File: config.mk
export PLATFORM = sky130hd
export DESIGN_NAME = wb_host_top
export DESIGN_NICKNAME = d
export VERILOG_FILES = /design/src/wb_host_pkg.sv /design/src/wb_host_front.sv /design/src/wb_host_regs.sv /design/src/wb_host_fwd.sv /design/src/wb_host_top.sv
export SDC_FILE = /design/constraint.sdc
export NUM_CORES = 1
export LEC_CHECK = 0
export ABC_AREA = 1
export ABC_CLOCK_PERIOD_IN_PS = 1800
export BUFFER_PORTS_ARGS = -buffer_cell sky130_fd_sc_hd__buf_2
export CORE_MARGIN = 5
export CORE_UTILIZATION = 50
export CTS_CLUSTER_SIZE = 14
export DETAILED_ROUTE_END_ITERATION = 6
export PLACE_DENSITY = 0.76
export SLEW_MARGIN = 10
export SYNTH_ARGS = -nofsm -noshare
export SYNTH_HDL_FRONTEND = slang
export SYNTH_SLANG_ARGS = --single-unit
File: constraint.sdc
create_clock -name wbm_clk_i -period 1.8 [get_ports wbm_clk_i]
set_clock_uncertainty 0.15 [all_clocks]
set_input_delay 0.18 -clock wbm_clk_i [delete_from_list [all_inputs] [get_ports wbm_clk_i]]
set_output_delay 0.18 -clock wbm_clk_i [all_outputs]
set_load 0.03 [all_outputs]
File: src/wb_host_pkg.sv
package wb_host_pkg;

   // ------------------------------------------------------------------------
   // Bus widths
   // ------------------------------------------------------------------------
   parameter int ADDR_W = 32;              // Master and slave address
   parameter int DATA_W = 32;              // Data bus
   parameter int SEL_W  = 4;               // Byte enables
   parameter int BANK_W = 8;               // Bank select field
   parameter int OFFS_W = 20;              // Master bits passed to slave

   // Region field in the master address
   parameter int REGION_MSB = 23;
   parameter int REGION_LSB = 22;

   // Local register index bits
   parameter int REG_IDX_MSB = 3;
   parameter int REG_IDX_LSB = 2;

   // ------------------------------------------------------------------------
   // Global control fields
   // ------------------------------------------------------------------------
   parameter int GLB_WB_RST_BIT   = 0;     // Internal wishbone soft reset
   parameter int GLB_BIST_RST_BIT = 1;     // BIST soft reset

   // Byte 1 was the clock divider field, now reserved
   parameter logic [DATA_W-1:0] GLB_USED_MASK = 32'hFFFF_00FF;

   // Address region decode
   typedef enum logic [1:0] {
      REGION_EXT0 = 2'b00,                 // Lower extended window
      REGION_EXT1 = 2'b01,                 // Upper extended window
      REGION_HOST = 2'b10,                 // Local register block
      REGION_TEST = 2'b11                  // Logic test window, answered with err
   } region_e;

   // Local register words
   typedef enum logic [1:0] {
      REG_GLB_CTRL  = 2'b00,
      REG_BANK_SEL  = 2'b01,
      REG_CLK_CTRL1 = 2'b10,
      REG_CLK_CTRL2 = 2'b11
   } reg_idx_e;

endpackage

File: src/wb_host_front.sv
`timescale 1ns/1ps

module wb_host_front
   import wb_host_pkg::*;
(
   input  logic                         wbm_clk_i,
   input  logic                         wbm_rst_n,
   input  logic                         wbm_stb_i,    // Strobe, already qualified by cyc
   input  logic [REGION_MSB:REGION_LSB] wbm_adr_i,    // Region bits only
   input  logic                         reg_ack_i,
   input  logic [DATA_W-1:0]            reg_rdata_i,
   input  logic                         ext_ack_i,
   input  logic                         ext_err_i,
   input  logic [DATA_W-1:0]            ext_rdata_i,
   output logic                         host_req_o,   // One cycle pulse to register block
   output logic                         ext_req_o,    // One cycle pulse to outbound path
   output logic [DATA_W-1:0]            wbm_dat_o,
   output logic                         wbm_ack_o,
   output logic                         wbm_err_o
);

   region_e           region;
   logic              wb_req;      // Captured strobe
   logic              req_busy;    // Request issued, response pending
   logic              issue;
   logic              is_host;
   logic              is_ext;
   logic              test_req;    // Test window request, answered locally
   logic              resp_ack;
   logic              resp_err;
   logic [DATA_W-1:0] resp_dat;

   // ------------------------------------------------------------------------
   // Request capture
   // ------------------------------------------------------------------------
   // Strobe is blocked while a response is on its way or was just given,
   // so the master has time to drop stb before it is seen again
   always_ff @(posedge wbm_clk_i or negedge wbm_rst_n)
   begin
      if (!wbm_rst_n)
      begin
         wb_req   <= 1'b0;
         req_busy <= 1'b0;
      end
      else
      begin
         wb_req   <= wbm_stb_i & ~wbm_ack_o & ~resp_ack;
         req_busy <= (req_busy | issue) & ~resp_ack;   // Cleared by the response
      end
   end

   assign issue = wb_req & ~req_busy & ~resp_ack;       // First cycle of a new request

   // Region decode
   assign region = region_e'(wbm_adr_i);

   always_comb
   begin
      is_host = 1'b0;
      is_ext  = 1'b0;
      case (region)
         REGION_EXT0, REGION_EXT1: is_ext  = 1'b1;
         REGION_HOST:              is_host = 1'b1;
         default:                  ;                    // Test window, handled below
      endcase
   end

   // Steered request pulses, one per request
   always_ff @(posedge wbm_clk_i or negedge wbm_rst_n)
   begin
      if (!wbm_rst_n)
      begin
         host_req_o <= 1'b0;
         ext_req_o  <= 1'b0;
         test_req   <= 1'b0;
      end
      else
      begin
         host_req_o <= issue & is_host;
         ext_req_o  <= issue & is_ext;
         test_req   <= issue & ~is_host & ~is_ext;
      end
   end

   // ------------------------------------------------------------------------
   // Response select and output register
   // ------------------------------------------------------------------------
   always_comb
   begin
      resp_ack = reg_ack_i | ext_ack_i | test_req;
      resp_dat = '0;
      resp_err = 1'b0;
      if (reg_ack_i)
      begin
         resp_dat = reg_rdata_i;            // Local registers never error
      end
      else if (ext_ack_i)
      begin
         resp_dat = ext_rdata_i;
         resp_err = ext_err_i;
      end
      else if (test_req)
      begin
         resp_err = 1'b1;                   // No logic engine behind this window
      end
   end

   always_ff @(posedge wbm_clk_i or negedge wbm_rst_n)
   begin
      if (!wbm_rst_n)
      begin
         wbm_ack_o <= 1'b0;
         wbm_dat_o <= '0;
         wbm_err_o <= 1'b0;
      end
      else
      begin
         wbm_ack_o <= resp_ack;
         if (resp_ack)
         begin
            wbm_dat_o <= resp_dat;          // Data and err hold between responses
            wbm_err_o <= resp_err;
         end
      end
   end

endmodule

File: src/wb_host_regs.sv
`timescale 1ns/1ps

module wb_host_regs
   import wb_host_pkg::*;
#(
   parameter logic [DATA_W-1:0] GLB_RST_VAL = '0     // Global control after reset
)
(
   input  logic                           wbm_clk_i,
   input  logic                           wbm_rst_n,
   input  logic                           host_req_i,  // One cycle access pulse
   input  logic [REG_IDX_MSB:REG_IDX_LSB] wbm_adr_i,   // Word index
   input  logic                           wbm_we_i,
   input  logic [DATA_W-1:0]              wbm_dat_i,
   input  logic [SEL_W-1:0]               wbm_sel_i,
   output logic                           reg_ack_o,
   output logic [DATA_W-1:0]              reg_rdata_o,
   output logic [BANK_W-1:0]              bank_sel_o,
   output logic                           wbd_int_rst_n_o,
   output logic                           bist_rst_n_o,
   output logic [DATA_W-1:0]              cfg_clk_ctrl1_o,
   output logic [DATA_W-1:0]              cfg_clk_ctrl2_o
);

   // Reserved byte never leaves reset at anything but zero
   localparam logic [DATA_W-1:0] GLB_RST_USED = GLB_RST_VAL & GLB_USED_MASK;

   reg_idx_e          reg_idx;
   logic              wr_en;
   logic              rd_en;
   logic [DATA_W-1:0] glb_ctrl;
   logic [DATA_W-1:0] rd_mux;

   assign reg_idx = reg_idx_e'(wbm_adr_i);
   assign wr_en   = host_req_i & wbm_we_i;
   assign rd_en   = host_req_i & ~wbm_we_i;

   // ------------------------------------------------------------------------
   // Global control, byte enabled
   // ------------------------------------------------------------------------
   always_ff @(posedge wbm_clk_i or negedge wbm_rst_n)
   begin
      if (!wbm_rst_n)
      begin
         glb_ctrl <= GLB_RST_USED;
      end
      else if (wr_en && (reg_idx == REG_GLB_CTRL))
      begin
         for (int b = 0; b < SEL_W; b++)
         begin
            if (wbm_sel_i[b])
            begin
               glb_ctrl[8*b +: 8] <= wbm_dat_i[8*b +: 8] & GLB_USED_MASK[8*b +: 8];
            end
         end
      end
   end

   assign wbd_int_rst_n_o = glb_ctrl[GLB_WB_RST_BIT];    // Soft resets, active low
   assign bist_rst_n_o    = glb_ctrl[GLB_BIST_RST_BIT];

   // ------------------------------------------------------------------------
   // Bank select and clock control, whole word writes
   // ------------------------------------------------------------------------
   always_ff @(posedge wbm_clk_i or negedge wbm_rst_n)
   begin
      if (!wbm_rst_n)
      begin
         bank_sel_o      <= '0;
         cfg_clk_ctrl1_o <= '0;
         cfg_clk_ctrl2_o <= '0;
      end
      else if (wr_en)
      begin
         case (reg_idx)
            REG_BANK_SEL:  bank_sel_o      <= wbm_dat_i[BANK_W-1:0];
            REG_CLK_CTRL1: cfg_clk_ctrl1_o <= wbm_dat_i;
            REG_CLK_CTRL2: cfg_clk_ctrl2_o <= wbm_dat_i;
            default:       ;                   // Global control handled above
         endcase
      end
   end

   // Read mux
   always_comb
   begin
      case (reg_idx)
         REG_GLB_CTRL:  rd_mux = glb_ctrl;
         REG_BANK_SEL:  rd_mux = {{(DATA_W-BANK_W){1'b0}}, bank_sel_o};
         REG_CLK_CTRL1: rd_mux = cfg_clk_ctrl1_o;
         REG_CLK_CTRL2: rd_mux = cfg_clk_ctrl2_o;
         default:       rd_mux = '0;
      endcase
   end

   // One cycle ack for every access, reads registered
   always_ff @(posedge wbm_clk_i or negedge wbm_rst_n)
   begin
      if (!wbm_rst_n)
      begin
         reg_ack_o   <= 1'b0;
         reg_rdata_o <= '0;
      end
      else
      begin
         reg_ack_o <= host_req_i;
         if (rd_en)
         begin
            reg_rdata_o <= rd_mux;
         end
      end
   end

endmodule

File: src/wb_host_fwd.sv
`timescale 1ns/1ps

module wb_host_fwd
   import wb_host_pkg::*;
(
   input  logic              wbm_clk_i,
   input  logic              wbm_rst_n,
   input  logic              ext_req_i,     // One cycle launch pulse
   input  logic [BANK_W-1:0] bank_sel_i,
   input  logic [OFFS_W-1:0] wbm_adr_i,     // Offset within the bank
   input  logic              wbm_we_i,
   input  logic [DATA_W-1:0] wbm_dat_i,
   input  logic [SEL_W-1:0]  wbm_sel_i,
   input  logic [DATA_W-1:0] wbs_dat_i,
   input  logic              wbs_ack_i,
   input  logic              wbs_err_i,
   output logic              ext_ack_o,     // Response pulse back to front end
   output logic              ext_err_o,
   output logic [DATA_W-1:0] ext_rdata_o,
   output logic              wbs_cyc_o,
   output logic              wbs_stb_o,
   output logic [ADDR_W-1:0] wbs_adr_o,
   output logic              wbs_we_o,
   output logic [DATA_W-1:0] wbs_dat_o,
   output logic [SEL_W-1:0]  wbs_sel_o
);

   localparam int PAD_W = ADDR_W - BANK_W - OFFS_W;   // Zero bits on top

   logic launch;
   logic done;

   assign launch = ext_req_i & ~wbs_cyc_o;            // Only one cycle in flight
   assign done   = wbs_cyc_o & (wbs_ack_i | wbs_err_i);

   // ------------------------------------------------------------------------
   // Slave cycle control
   // ------------------------------------------------------------------------
   always_ff @(posedge wbm_clk_i or negedge wbm_rst_n)
   begin
      if (!wbm_rst_n)
      begin
         wbs_cyc_o   <= 1'b0;
         wbs_stb_o   <= 1'b0;
         ext_ack_o   <= 1'b0;
         ext_err_o   <= 1'b0;
         ext_rdata_o <= '0;
      end
      else
      begin
         if (launch)
         begin
            wbs_cyc_o <= 1'b1;
            wbs_stb_o <= 1'b1;
         end
         else if (done)
         begin
            wbs_cyc_o <= 1'b0;                        // Ends on the ack edge
            wbs_stb_o <= 1'b0;
         end
         ext_ack_o <= done;                           // Err also counts as a response
         ext_err_o <= done & wbs_err_i;
         if (done)
         begin
            ext_rdata_o <= wbs_dat_i;
         end
      end
   end

   // Request fields, held for the whole cycle
   always_ff @(posedge wbm_clk_i or negedge wbm_rst_n)
   begin
      if (!wbm_rst_n)
      begin
         wbs_adr_o <= '0;
         wbs_we_o  <= 1'b0;
         wbs_dat_o <= '0;
         wbs_sel_o <= '0;
      end
      else if (launch)
      begin
         wbs_adr_o <= {{PAD_W{1'b0}}, bank_sel_i, wbm_adr_i};
         wbs_we_o  <= wbm_we_i;
         wbs_dat_o <= wbm_dat_i;
         wbs_sel_o <= wbm_sel_i;
      end
   end

endmodule

File: src/wb_host_top.sv
`timescale 1ns/1ps

module wb_host_top
   import wb_host_pkg::*;
#(
   parameter logic [DATA_W-1:0] GLB_RST_VAL = '0
)
(
   input  logic              wbm_clk_i,
   input  logic              wbm_rst_n,
   // Master port
   input  logic              wbm_cyc_i,
   input  logic              wbm_stb_i,
   input  logic [ADDR_W-1:0] wbm_adr_i,
   input  logic              wbm_we_i,
   input  logic [DATA_W-1:0] wbm_dat_i,
   input  logic [SEL_W-1:0]  wbm_sel_i,
   output logic [DATA_W-1:0] wbm_dat_o,
   output logic              wbm_ack_o,
   output logic              wbm_err_o,
   // Slave port
   output logic              wbs_cyc_o,
   output logic              wbs_stb_o,
   output logic [ADDR_W-1:0] wbs_adr_o,
   output logic              wbs_we_o,
   output logic [DATA_W-1:0] wbs_dat_o,
   output logic [SEL_W-1:0]  wbs_sel_o,
   input  logic [DATA_W-1:0] wbs_dat_i,
   input  logic              wbs_ack_i,
   input  logic              wbs_err_i,
   // Soft resets and clock control
   output logic              wbd_int_rst_n_o,
   output logic              bist_rst_n_o,
   output logic [DATA_W-1:0] cfg_clk_ctrl1_o,
   output logic [DATA_W-1:0] cfg_clk_ctrl2_o
);

   logic              wbm_req;        // Strobe inside an open cycle
   logic              host_req;
   logic              ext_req;
   logic              reg_ack;
   logic [DATA_W-1:0] reg_rdata;
   logic              ext_ack;
   logic              ext_err;
   logic [DATA_W-1:0] ext_rdata;
   logic [BANK_W-1:0] bank_sel;

   assign wbm_req = wbm_cyc_i & wbm_stb_i;

   // Front end, decode and response register
   wb_host_front u_front (
      .wbm_clk_i   (wbm_clk_i),   .wbm_rst_n   (wbm_rst_n),
      .wbm_stb_i   (wbm_req),     .wbm_adr_i   (wbm_adr_i[REGION_MSB:REGION_LSB]),
      .reg_ack_i   (reg_ack),     .reg_rdata_i (reg_rdata),
      .ext_ack_i   (ext_ack),     .ext_err_i   (ext_err),
      .ext_rdata_i (ext_rdata),   .host_req_o  (host_req),
      .ext_req_o   (ext_req),     .wbm_dat_o   (wbm_dat_o),
      .wbm_ack_o   (wbm_ack_o),   .wbm_err_o   (wbm_err_o)
   );

   // Local registers
   wb_host_regs #(.GLB_RST_VAL(GLB_RST_VAL)) u_regs (
      .wbm_clk_i       (wbm_clk_i),        .wbm_rst_n       (wbm_rst_n),
      .host_req_i      (host_req),         .wbm_adr_i       (wbm_adr_i[REG_IDX_MSB:REG_IDX_LSB]),
      .wbm_we_i        (wbm_we_i),         .wbm_dat_i       (wbm_dat_i),
      .wbm_sel_i       (wbm_sel_i),        .reg_ack_o       (reg_ack),
      .reg_rdata_o     (reg_rdata),        .bank_sel_o      (bank_sel),
      .wbd_int_rst_n_o (wbd_int_rst_n_o),  .bist_rst_n_o    (bist_rst_n_o),
      .cfg_clk_ctrl1_o (cfg_clk_ctrl1_o),  .cfg_clk_ctrl2_o (cfg_clk_ctrl2_o)
   );

   // Outbound path, bank extended address
   wb_host_fwd u_fwd (
      .wbm_clk_i  (wbm_clk_i),  .wbm_rst_n   (wbm_rst_n),   .ext_req_i (ext_req),
      .bank_sel_i (bank_sel),   .wbm_adr_i   (wbm_adr_i[OFFS_W-1:0]),
      .wbm_we_i   (wbm_we_i),   .wbm_dat_i   (wbm_dat_i),   .wbm_sel_i (wbm_sel_i),
      .wbs_dat_i  (wbs_dat_i),  .wbs_ack_i   (wbs_ack_i),   .wbs_err_i (wbs_err_i),
      .ext_ack_o  (ext_ack),    .ext_err_o   (ext_err),     .ext_rdata_o (ext_rdata),
      .wbs_cyc_o  (wbs_cyc_o),  .wbs_stb_o   (wbs_stb_o),   .wbs_adr_o (wbs_adr_o),
      .wbs_we_o   (wbs_we_o),   .wbs_dat_o   (wbs_dat_o),   .wbs_sel_o (wbs_sel_o)
   );

endmodule

== After elaboration in Yosys (flattened, before gate mapping) ==
Index checks and enable logic that the tools add are counted.
Word-level totals
  flip-flop bits (word level): 268
  input port bits: 107
  logic and storage cells: 76
Cells by class
  equal/unequal tests: 5
  multiplexer cells: 10
  bitwise operators: 26
  reductions and logical operators: 11
Operators with widths (number)
  case mux 32 bit (4 select lines): 1
  two-way mux 32 bit: 2
  AND 1 bit: 15
  AND reduction 2 bit: 6
  two-way mux 1 bit: 7
  inverter 1 bit: 7
  equality test 2 bit, second input constant: 3
  equality test 2 x 1 -> 1 bit, second input constant: 2
  logical NOT 2 bit: 2
  bitwise OR 1 bit: 4
  nonzero test 2 bit: 1
  OR reduction 2 bit: 1
  logical AND 1 bit: 1

== Logic depth before layout (Yosys ltp) ==
Gate-level depths: netlist of the first run.
  word-level depth: 6
  depth in mapped cells: 8

== By module ==
A second synthesis of the first run with hierarchy kept.
Unflattened totals
  cells, all modules: 1292
  area total of the unflattened synthesis: 11400.9 um2
By module, submodules not included
  wb_host_regs: times used 1, cells an instance 649, area each 5632.9 um2, sequential area each 3228.1 um2
  wb_host_fwd: times used 1, cells an instance 437, area each 4005.1 um2, sequential area each 2502.4 um2
  wb_host_front: times used 1, cells an instance 204, area each 1755.4 um2, sequential area each 975.9 um2
  wb_host_top: times used 1, cells an instance 2, area each 7.5 um2, sequential area each 0.0 um2

== Least setup slack after synthesis of the first run ==
OpenSTA, ideal clock, no wires.
  path kind: reg2reg
  from: register u_fwd.wbs_cyc_o
  to: register u_fwd.wbs_dat_o[17]
  arrival: 1.279 ns
  data required time: 1.517 ns
  setup slack: 0.237 ns
  cell stages (with the launch flop): 6
  buffers on the path: 2
  period minus slack after synthesis: 1.563 ns
  path through: dfrtp_1 inv_1 nand2_1 buf_2 buf_1 o21ai_0
On the way
  word-level cells in the longest chain between the ends: 2
RTL lines
  from (decl): line wb_host_fwd.sv:20  | output logic wbs_cyc_o,
  from (signal assigned): line wb_host_fwd.sv:43  | wbs_cyc_o <= 1'b0;
  from (signal assigned): line wb_host_fwd.sv:53  | wbs_cyc_o <= 1'b1;
  from (signal assigned): line wb_host_fwd.sv:58  | wbs_cyc_o <= 1'b0;
  inverter 1 bit: line wb_host_fwd.sv:33  | assign launch = ext_req_i & ~wbs_cyc_o;
  AND 1 bit: line wb_host_fwd.sv:33
  to (signal assigned): line wb_host_fwd.sv:84  | wbs_dat_o <= wbm_dat_i;
  to (decl): line wb_host_fwd.sv:24  | output logic [DATA_W-1:0] wbs_dat_o,
Every way passes these cells.
A chain may end at the register's enable or synchronous reset.

== Worst setup path after layout of the first run ==
  from: input port wbm_adr_i[3]
  to: register u_regs.cfg_clk_ctrl1_o[3]
On the way
  word-level cells in the longest chain between the ends: 2
RTL lines
  from (decl): line wb_host_top.sv:14  | input logic [ADDR_W-1:0] wbm_adr_i,
  equality test 2 bit: line wb_host_regs.sv:75  | case (reg_idx)
  AND reduction 2 bit (no line)
  to (signal assigned): line wb_host_regs.sv:77  | REG_CLK_CTRL1: cfg_clk_ctrl1_o <= wbm_dat_i;
  to (decl): line wb_host_regs.sv:21  | output logic [DATA_W-1:0] cfg_clk_ctrl1_o,
Every way passes these cells.

==> flow_metrics.env, run 1 <==
export IMPL_leakage_uw=0.00772
export IMPL_dr_pass1_iters=5
export IMPL_synthXorXnorAreaFrac_pct=0
export IMPL_start_util_pct=51.0
export IMPL_hold_ws_ns=-0.00302
export IMPL_cts_buffers=27
export IMPL_critPathArrivalTime_ns=1.85
export IMPL_grt_pass1_vias=9621
export IMPL_ys_seq_area_share_pct=62.2
export IMPL_cts_max_path_buffers=3
export IMPL_worst_pin_slew_ns=0.714
export IMPL_row_count=53
export IMPL_insertion_delay_ns=0.53
export IMPL_muxShareOfSynthArea_pct=0
export IMPL_cts_root_buf="clkbuf_16"
export IMPL_clk_transition_reported_paths_ns=0.07
export IMPL_hold_viol=1
export IMPL_via_per_inst=5.10
export IMPL_rsz0062_at_grt="no"
export IMPL_cts_tree="yes"
export IMPL_drtIter0Drc=752
export IMPL_syn_area_per_cell_sq_um=8.73
export IMPL_wire_per_inst_um=16.9
export IMPL_crit_path_end_kind="register"
export IMPL_finalPower_uw=22300
export IMPL_maxCapViolCount=0
export IMPL_core_area_sq_um=21200
export IMPL_ir_drop_mv=0.989
export IMPL_h_tree_depth=1
export IMPL_place_gp_congestion=0.832
export IMPL_slew_headroom_pct=52.3
export IMPL_fmax_mhz=623
export IMPL_hold_path_class="primary input to asynchronous set/reset pin"
export IMPL_drtAntennaViolNets=0
export IMPL_critPathLaunchType="primary input"
export IMPL_grt_overflow=0
export IMPL_synth_simple_area_share_pct=24.5
export IMPL_synth_area_sq_um=10800
export IMPL_grt_usage_pct=25.8
export IMPL_vias=9582
export IMPL_drv_slew=0
export IMPL_setup_viol=0
export IMPL_synth_cell_types=22
export IMPL_io_buffers=263
export IMPL_setup_tns_ns=0
export IMPL_syn_inst=1235
export IMPL_chipHeight_um=157
export IMPL_p_per_area_nw_per_um2=1550
export IMPL_antenna_found_initial=0
export IMPL_synthAdderAreaFrac_pct=0
export IMPL_drc=0
export IMPL_area_delta_synth_final_pct=32.9
export IMPL_post_route_period_util_pct=89.1
export IMPL_crit_required_ns=2.05
export IMPL_finalWirelength_mm=31.7
export IMPL_die_w_um=157
export IMPL_synth_top_family_by_area="simple AND/OR/NAND/NOR gates"
export IMPL_grt_pass1_wl_mm=50.9
export IMPL_crit_fanout=50
export IMPL_synth_compound_area_share_pct=7.75
export IMPL_yosys_warnings=0
export IMPL_die_area_sq_um=24600
export IMPL_run_status="finished with violations"
export IMPL_violations="negative hold slack"
export IMPL_path_class="primary input to register"
export IMPL_final_util_pct=67.7
export IMPL_nNetsFinal=1691
export IMPL_clock_sinks=268
export IMPL_layout_drive_gt1_share_pct=21.9
export IMPL_num_io_pins=278
export IMPL_synth_seq_cells=268
export IMPL_dp_final_hpwl_mm=20.7
export IMPL_grt_max_degree=65
export IMPL_min_period_ns=1.60
-- cell usage in the layout, fill, tap and decap left out, drive strengths merged, types with 2 or more instances in the layout --
cell type,instances
a21oi,25
buf,294
bufinv,2
clkbuf,34
clkinv,12
conb,4
dfrtp,268
dlygate4sd3,94
inv,72
nand2,514
nand3,100
nor2,43
o21ai,133
o21bai,6
-- metrics by stage --
stage / cells / setup slack, ns / cell area (sq um)
2_1_floorplan: 1238 / 0.237 / 10800
3_3_place_gp: 1736 / 0.220 / 12500
3_5_place_dp: 1736 / 0.221 / 12500
4_1_cts: 1879 / 0.220 / 14300
5_1_grt: 1879 / 0.0988 / 14300
6_report: 1880 / 0.196 / 14300
-- worst paths after layout --
check                                             from  cells after the start  slack (ns)                                     to
max reg2reg                u_fwd.wbs_cyc_o$_DFFE_PN0P_                      4        0.29         u_fwd.wbs_dat_o[0]$_DFFE_PN0P_
min in group wbm_clk_i                       wbs_ack_i                      5        0.02      u_fwd.ext_rdata_o[19]$_DFFE_PN0P_
min                                          wbm_rst_n                      2      -0.003         u_fwd.wbs_adr_o[4]$_DFFE_PN0P_
min reg2reg                u_front.wbm_ack_o$_DFF_PN0_                      1        0.28               u_front.wb_req$_DFF_PN0_
max                                       wbm_adr_i[3]                      8        0.20  u_regs.cfg_clk_ctrl1_o[3]$_DFFE_PN0P_
max in group asynchronous                    wbm_rst_n                      3        0.80     u_regs.reg_rdata_o[31]$_DFFE_PN0P_
-- cell families after synthesis --
logic type	count (synthesis)
compound gates	164
simple gates	659
buf+inv	143
flops	268
other cells	1
-- report_power, final --
group	switching, uW	leakage [uW]	internal (uW)
combinational	5350	0.00385	2230
clock	2310	0.000441	3200
sequential	1200	0.00343	7980
-- layer usage --
metal | up-vias | routed length [um] | track usage (%)
met5 | - | 0 | 0
met4 | 0 | 947 | 8.35
met3 | 68 | 2370 | 4.76
met2 | 405 | 14500 | 40.1
met1 | 4528 | 13900 | 37.1
li1 | 4581 | - | -
-- flip-flops by register name, indices dropped and copies added (netlist names), 4 cells and up --
| name | count |
|---|---|
| u_front.wbm_dat_o | 32 |
| u_fwd.ext_rdata_o | 32 |
| u_fwd.wbs_dat_o | 32 |
| u_regs.cfg_clk_ctrl1_o | 32 |
| u_regs.cfg_clk_ctrl2_o | 32 |
| u_regs.reg_rdata_o | 32 |
| u_fwd.wbs_adr_o | 28 |
| u_regs.glb_ctrl | 24 |
| u_regs.bank_sel_o | 8 |
| u_fwd.wbs_sel_o | 4 |
-- synth_stat cells, drive strengths merged --
master	instances	area share, %
a21oi	25	1.2
buf	36	1.8
clkbuf	35	1.2
clkinv	1	0.035
conb	1	0.035
dfrtp	268	62
inv	71	2.5
nand2	514	18
nand3	100	4.6
nand3b	1	0.070
nor2	43	1.7
nor3	1	0.046
o21ai	133	6.2
o21bai	6	0.42
-- area by class of cell --
type	count	area (sq um)
multi-input cells	827	3500
flip-flops and latches	268	6710
well taps	275	344
clock inverters	15	131
inverters	72	270
diodes	1	2.50
repair buffers	388	2630
fillers	1611	6830
clock buffers	34	742
-- repair_timing --
| action | 4_1_cts | 5_1_grt |
|---|---|---|
| resized for setup | 0 | 0 |
| setup buffers | 0 | 0 |
| endpoints found under the hold margin | 457 | 0 |
| hold buffers | 94 | 0 |
-- critical path: stages --
cell and delay, ns:
dlygate4sd3_1 0.55, buf_2 0.19, inv_2 0.11, nor2_4 0.31
nand2_2 0.13, buf_12 0.21, nand2_1 0.09, o21ai_0 0.07
Power figures use the tool's default switching activity.
==> run 2, diff against run 1 <==
- ABC_CLOCK_PERIOD_IN_PS: 1800 -> 1600
- HOLD_SLACK_MARGIN: unset -> 0.05
- clock period: 1.8 -> 1.6 ns (I/O delays scaled with it)
==> run 2 against run 1 <==
Net effect:
- the run now ends clean
- via count up 2.1%
- core utilization up 0.69 points
- combinational power up 13%
- non-clock buffer count up 10
- global-route usage up 0.069 points
- total power up 13%
- setup slack worse by 0.11 ns
- critical path type unchanged
==> flow_metrics.env, run 2 (same netlist as run 1, synthesis figures left out) <==
export IMPL_setup_viol=0
export IMPL_use_met3_pct=3.82
export IMPL_register_area_sq_um=6710
export IMPL_core_area_sq_um=21200
export IMPL_grt_max_degree=62
export IMPL_startpoint="wbm_adr_i[3]"
export IMPL_drtAntennaViolNets=0
export IMPL_stdcell_count=1891
export IMPL_dr_pass1_iters=5
export IMPL_antenna_found_initial=0
export IMPL_crit_fanout=12
export IMPL_via_per_inst=5.18
export IMPL_path_class="primary input to register"
export IMPL_p_int_uw=15200
export IMPL_pwr_share_seq_pct=41.2
export IMPL_hold_viol=0
export IMPL_pwr_share_clk_pct=24.8
export IMPL_switching_power_uw=10000
export IMPL_io_buffers=263
export IMPL_grt_usage_pct=25.9
export IMPL_multiInputGateArea_sq_um=3500
export IMPL_grt_pass1_vias=9586
export IMPL_vias=9788
export IMPL_crit_path_end_kind="register"
export IMPL_grt_busiest_layer="met2"
export IMPL_h_tree_depth=1
export IMPL_drv_slew=0
export IMPL_critPathLaunchType="primary input"
export IMPL_run_status="complete, no violations"
export IMPL_hp_start="wbs_dat_i[23]"
export IMPL_min_period_ns=1.51
export IMPL_drtIter0Drc=871
export IMPL_clock_sinks=268
export IMPL_crit_required_ns=1.87
export IMPL_maxCapViolCount=0
export IMPL_reg2reg_from="u_front.host_req_o$_DFF_PN0_"
export IMPL_cts_root_buf="clkbuf_16"
export IMPL_hold_path_class="primary input to register"
export IMPL_final_util_pct=68.4
export IMPL_leakage_uw=0.00777
export IMPL_final_common_cell="nand2_1"
export IMPL_cts_max_path_buffers=3
export IMPL_cts_tree="yes"
export IMPL_start_util_pct=51.0
export IMPL_post_route_period_util_pct=94.7
export IMPL_grt_overflow=0
export IMPL_die_w_um=157
export IMPL_layout_drive_gt1_share_pct=21.7
export IMPL_area_delta_synth_final_pct=34.2
export IMPL_finalWirelength_mm=32.5
export IMPL_mostFrequentLayoutCells="511 x nand2_1, 268 x dfrtp_1, 261 x buf_2"
export IMPL_row_count=53
export IMPL_num_io_pins=278
export IMPL_chipHeight_um=157
export IMPL_wire_per_inst_um=17.2
export IMPL_setup_tns_ns=0
export IMPL_p_per_area_nw_per_um2=1740
export IMPL_ir_drop_mv=1.16
export IMPL_clk_transition_reported_paths_ns=0.06
export IMPL_insertion_delay_ns=0.53
export IMPL_place_gp_congestion=0.818
export IMPL_n_fill_cell=1648
export IMPL_dp_final_hpwl_mm=21.2
export IMPL_use_met1_pct=37.4
export IMPL_rsz0062_at_grt="no"
export IMPL_die_area_sq_um=24600
export IMPL_nNetsFinal=1702
export IMPL_critPathArrivalTime_ns=1.79
export IMPL_gr_usage_met2_pct=40.9
export IMPL_fmax_mhz=660
export IMPL_grt_pass1_wl_mm=51.0
export IMPL_dp_cells=1742
export IMPL_switching_share_pct=39.8
export IMPL_drc=0
export IMPL_p_comb_share_pct=34.0
export IMPL_cts_buffers=28
==> run 2: cell count changes in the layout (fill, tap and decap cells not counted), moves of 2 or more <==
cell	change
clkinvlp_4	+2
dlygate4sd3_1	+3
clkbuf_1	+8
buf_12	+3
clkbuf_16	+3
clkinv_2	-8
buf_4	+3
==> run 2: final timing paths <==
kind                                                          endpoint  slack, ns  depth (start not counted)
worst max-delay path                u_regs.reg_rdata_o[22]$_DFFE_PN0P_       0.09                          7
worst min-delay path                 u_fwd.ext_rdata_o[23]$_DFFE_PN0P_       0.20                          4
worst max register to register  u_regs.cfg_clk_ctrl1_o[24]$_DFFE_PN0P_       0.11                          5
worst min register to register                u_front.wb_req$_DFF_PN0_       0.28                          1
max in group asynchronous               u_fwd.wbs_sel_o[2]$_DFFE_PN0P_       0.14                          4
min in group asynchronous        u_regs.cfg_clk_ctrl1_o[0]$_DFFE_PN0P_       0.50                          3
==> run 2: cell type report <==
class / count / share of cell area, %
tap: 275 / 2.38
clock inverter: 7 / 0.467
inverter: 72 / 1.89
antenna: 1 / 0.0173
timing repair buffer: 398 / 19.1
multi-input combinational: 827 / 24.2
clock buffer: 43 / 5.59
sequential: 268 / 46.3
==> run 2: power groups by stage <==
stage	Combinational, uW	Sequential (uW)	Clock, uW
floorplan	2550	13100	0
global placement	8180	10300	0
detailed placement	8390	10400	0
CTS	8600	10300	6340
global route	9310	10600	6570
finish	8580	10400	6240
==> run 2: repair_timing <==
action / in CTS / in global routing
buffers inserted: 0 / 0
hold buffers: 97 / 0
hold endpoints to repair: 472 / 0
resized for setup: 0 / 3
setup endpoints to repair: 0 / 31
==> run 2: routing by layer <==
| metal | up-vias | wire [um] |
|---|---|---|
| met5 | - | 0 |
| met4 | 0 | 881 |
| met3 | 72 | 2500 |
| met2 | 423 | 15000 |
| met1 | 4677 | 14200 |
| li1 | 4616 | - |
==> run 2: worst max-delay path, cell delays in order <==
cell           delay [ns]
dlygate4sd3_1        0.57
clkbuf_4             0.23
nand2_4              0.17
buf_4                0.24
o21ai_0              0.10
nor2_1               0.25
nor2_1               0.06
==> run 2: stage by stage <==
stage	hold WS (ns)	setup WS, ns	cell area, sq um	power (uW)
floorplan	-0.286	0.0374	10800	15700
detailed placement	-0.0865	0.0917	12600	18800
finish	0.197	0.0854	14500	25200
global placement	-0.0825	0.118	12600	18500
CTS	0.183	0.0823	14400	25300
global route	0.207	0.00682	14500	26500
==> run 3, diff against run 2 <==
- CELL_PAD_IN_SITES_DETAIL_PLACEMENT: unset -> 2
- CELL_PAD_IN_SITES_GLOBAL_PLACEMENT: unset -> 2
- CORE_UTILIZATION: 50 -> 31
- PLACE_DENSITY: 0.76 -> unset
- PLACE_DENSITY_LB_ADDON: unset -> 0.1
==> run 3 against run 2 <==
Net effect:
- the flow now finishes with violations (negative hold slack)
- routed wire length is 26% higher
- count of clock-buffer cells in the layout is 11 higher
- combinational power is 4.2% higher
- total power is 7.1% higher
- clock power is 22% higher
- die area is 57% higher
- fmax is 0.87% lower
- cell area is 4.1% higher
- sequential share of layout area is 1.8 points lower
- register-to-register slack worse by 0.02 ns
- non-clock buffer count is 6 higher
- critical path type is now register to output pin
- largest cell class unchanged
==> flow_metrics.env, run 3 (same netlist as run 1, synthesis figures left out) <==
export IMPL_run_status="finished with violations"
export IMPL_violations="negative hold slack"
export IMPL_start_util_pct=31.3
export IMPL_antenna_found_initial=1
export IMPL_dp_final_hpwl_mm=27.6
export IMPL_min_period_ns=1.53
export IMPL_layout_drive_gt1_share_pct=22.9
export IMPL_die_area_sq_um=38600
export IMPL_clk_transition_reported_paths_ns=0.06
export IMPL_fmax_mhz=655
export IMPL_core_area_sq_um=34500
export IMPL_area_delta_synth_final_pct=39.7
export IMPL_crit_buf_inv=2
export IMPL_dpl_cell_area_sq_um=13000
export IMPL_cts_hold_buf=95
export IMPL_hold_ws_ns=-0.0000986
export IMPL_crit_fanout=4
export IMPL_hold_viol=1
export IMPL_place_gp_congestion=0.756
export IMPL_vias=9881
export IMPL_final_common_cell="nand2_1"
export IMPL_cp_slowest_stage_delay_ns=0.38
export IMPL_crit_required_ns=1.29
export IMPL_drc=0
export IMPL_dr_pass1_iters=4
export IMPL_crit_family="flip-flops"
export IMPL_p_per_area_nw_per_um2=1790
export IMPL_via_per_inst=4.73
export IMPL_path_class="register to output pin"
export IMPL_drv_slew=0
export IMPL_maxCapViolCount=0
export IMPL_critPathArrivalTime_ns=1.22
export IMPL_io_buffers=263
export IMPL_ir_drop_mv=0.885
export IMPL_post_route_period_util_pct=95.5
export IMPL_cts_buffers=34
export IMPL_cpMaxStageDelayCell="dfrtp_1"
export IMPL_clock_sinks=268
export IMPL_setup_viol=0
export IMPL_hold_path_class="primary input to asynchronous set/reset pin"
export IMPL_grt_max_degree=51
export IMPL_die_w_um=196
export IMPL_critical_path_cell_chain="buf_4, buf_2"
export IMPL_cts_max_path_buffers=3
export IMPL_cts_root_buf="clkbuf_16"
export IMPL_grt_usage_pct=21.2
export IMPL_antenna_cells=0
export IMPL_nNetsFinal=1714
export IMPL_setup_tns_ns=0
export IMPL_insertion_delay_ns=0.50
export IMPL_row_count=68
export IMPL_cts_tree="yes"
export IMPL_mostFrequentLayoutCells="510 x nand2_1, 268 x dfrtp_1, 261 x buf_2"
export IMPL_n_fill_cell=3776
export IMPL_grt_overflow=0
export IMPL_wire_per_inst_um=19.7
export IMPL_design_area_sq_um=15100
export IMPL_grt_pass1_vias=11200
export IMPL_critPathLaunchType="register"
export IMPL_leakage_uw=0.00797
export IMPL_chipHeight_um=196
export IMPL_h_tree_depth=2
export IMPL_num_io_pins=278
export IMPL_rsz0062_at_grt="no"
export IMPL_crit_path_end_kind="output pin"
export IMPL_grt_pass1_wl_mm=65.3
export IMPL_finalPower_uw=27000
export IMPL_finalWirelength_mm=41.1
export IMPL_drtAntennaViolNets=0
export IMPL_drtIter0Drc=350
run 3: cell types whose count changed in the layout (fill, tap and decap cells not counted), moves of 2 or more:
cell           previous run  this run
clkbuf_8                  3         6
buf_4                    24        26
clkinvlp_4                3         0
dlygate4sd3_1            97        95
buf_12                   13        20
inv_2                     1         3
clkbuf_16                30        37
clkinv_2                  3         6
run 3: layout make-up:
class	count	area, sq um	share of cell area (%)
Inverter	72	270	1.79
Timing Repair Buffer	404	2880	19.1
Clock inverter	8	68.8	0.457
Sequential cell	268	6710	44.5
Tap cell	455	569	3.78
Clock buffer	54	1050	6.97
Multi-Input combinational cell	827	3520	23.4
run 3: repair_timing:
action,4_1_cts,5_1_grt
resized for setup,0,3
setup buffers,0,0
setup endpoints to repair,0,21
endpoints found under the hold margin,459,27
run 3: report_power, final:
group / internal (uW) / total (uW) / switching (uW)
Combinational: 2610 / 8940 / 6330
Sequential: 8990 / 10400 / 1430
Clock: 4670 / 7620 / 2950
Total: 16300 / 27000 / 10700
run 3: metal layers:
layer  GRT usage (%)  vias up  wire (um)
met5               0        -         13
li1                -     4625          -
met2            35.2      217      19400
met3            4.29       39       2070
met1            29.3     4998      19200
met4            3.49        2        516
run 3: final timing paths:
path / end / start / cells past startpoint / slack, ns
max: wbs_cyc_o / u_fwd.wbs_cyc_o$_DFFE_PN0P_ / 2 / 0.07
max reg2reg: u_regs.cfg_clk_ctrl1_o[14]$_DFFE_PN0P_ / u_front.host_req_o$_DFF_PN0_ / 5 / 0.09
min in group wbm_clk_i: u_regs.reg_rdata_o[7]$_DFFE_PN0P_ / wbm_adr_i[2] / 6 / 0.11
max in group asynchronous: u_fwd.wbs_dat_o[2]$_DFFE_PN0P_ / wbm_rst_n / 3 / 0.58
min reg2reg: u_fwd.wbs_adr_o[11]$_DFFE_PN0P_ / u_fwd.wbs_adr_o[11]$_DFFE_PN0P_ / 2 / 0.32
min: u_fwd.ext_rdata_o[2]$_DFFE_PN0P_ / wbm_rst_n / 2 / -0.0001
run 3: worst register-to-register path: stages (launching register included):
cell	delay, ns
dfrtp_1	0.42
nand2_1	0.15
inv_2	0.14
nand2_2	0.11
buf_12	0.18
o21ai_0	0.26
run 3: per-stage QoR:
step | util [%] | std cells | setup slack [ns]
detailed placement | 37.7 | 1931 | 0.0953
global placement | 37.7 | 1931 | 0.130
finish | 43.7 | 2088 | 0.0721
global route | 43.7 | 2088 | 0.0253
floorplan | - | 1238 | 0.0374
CTS | 43.7 | 2088 | 0.0483
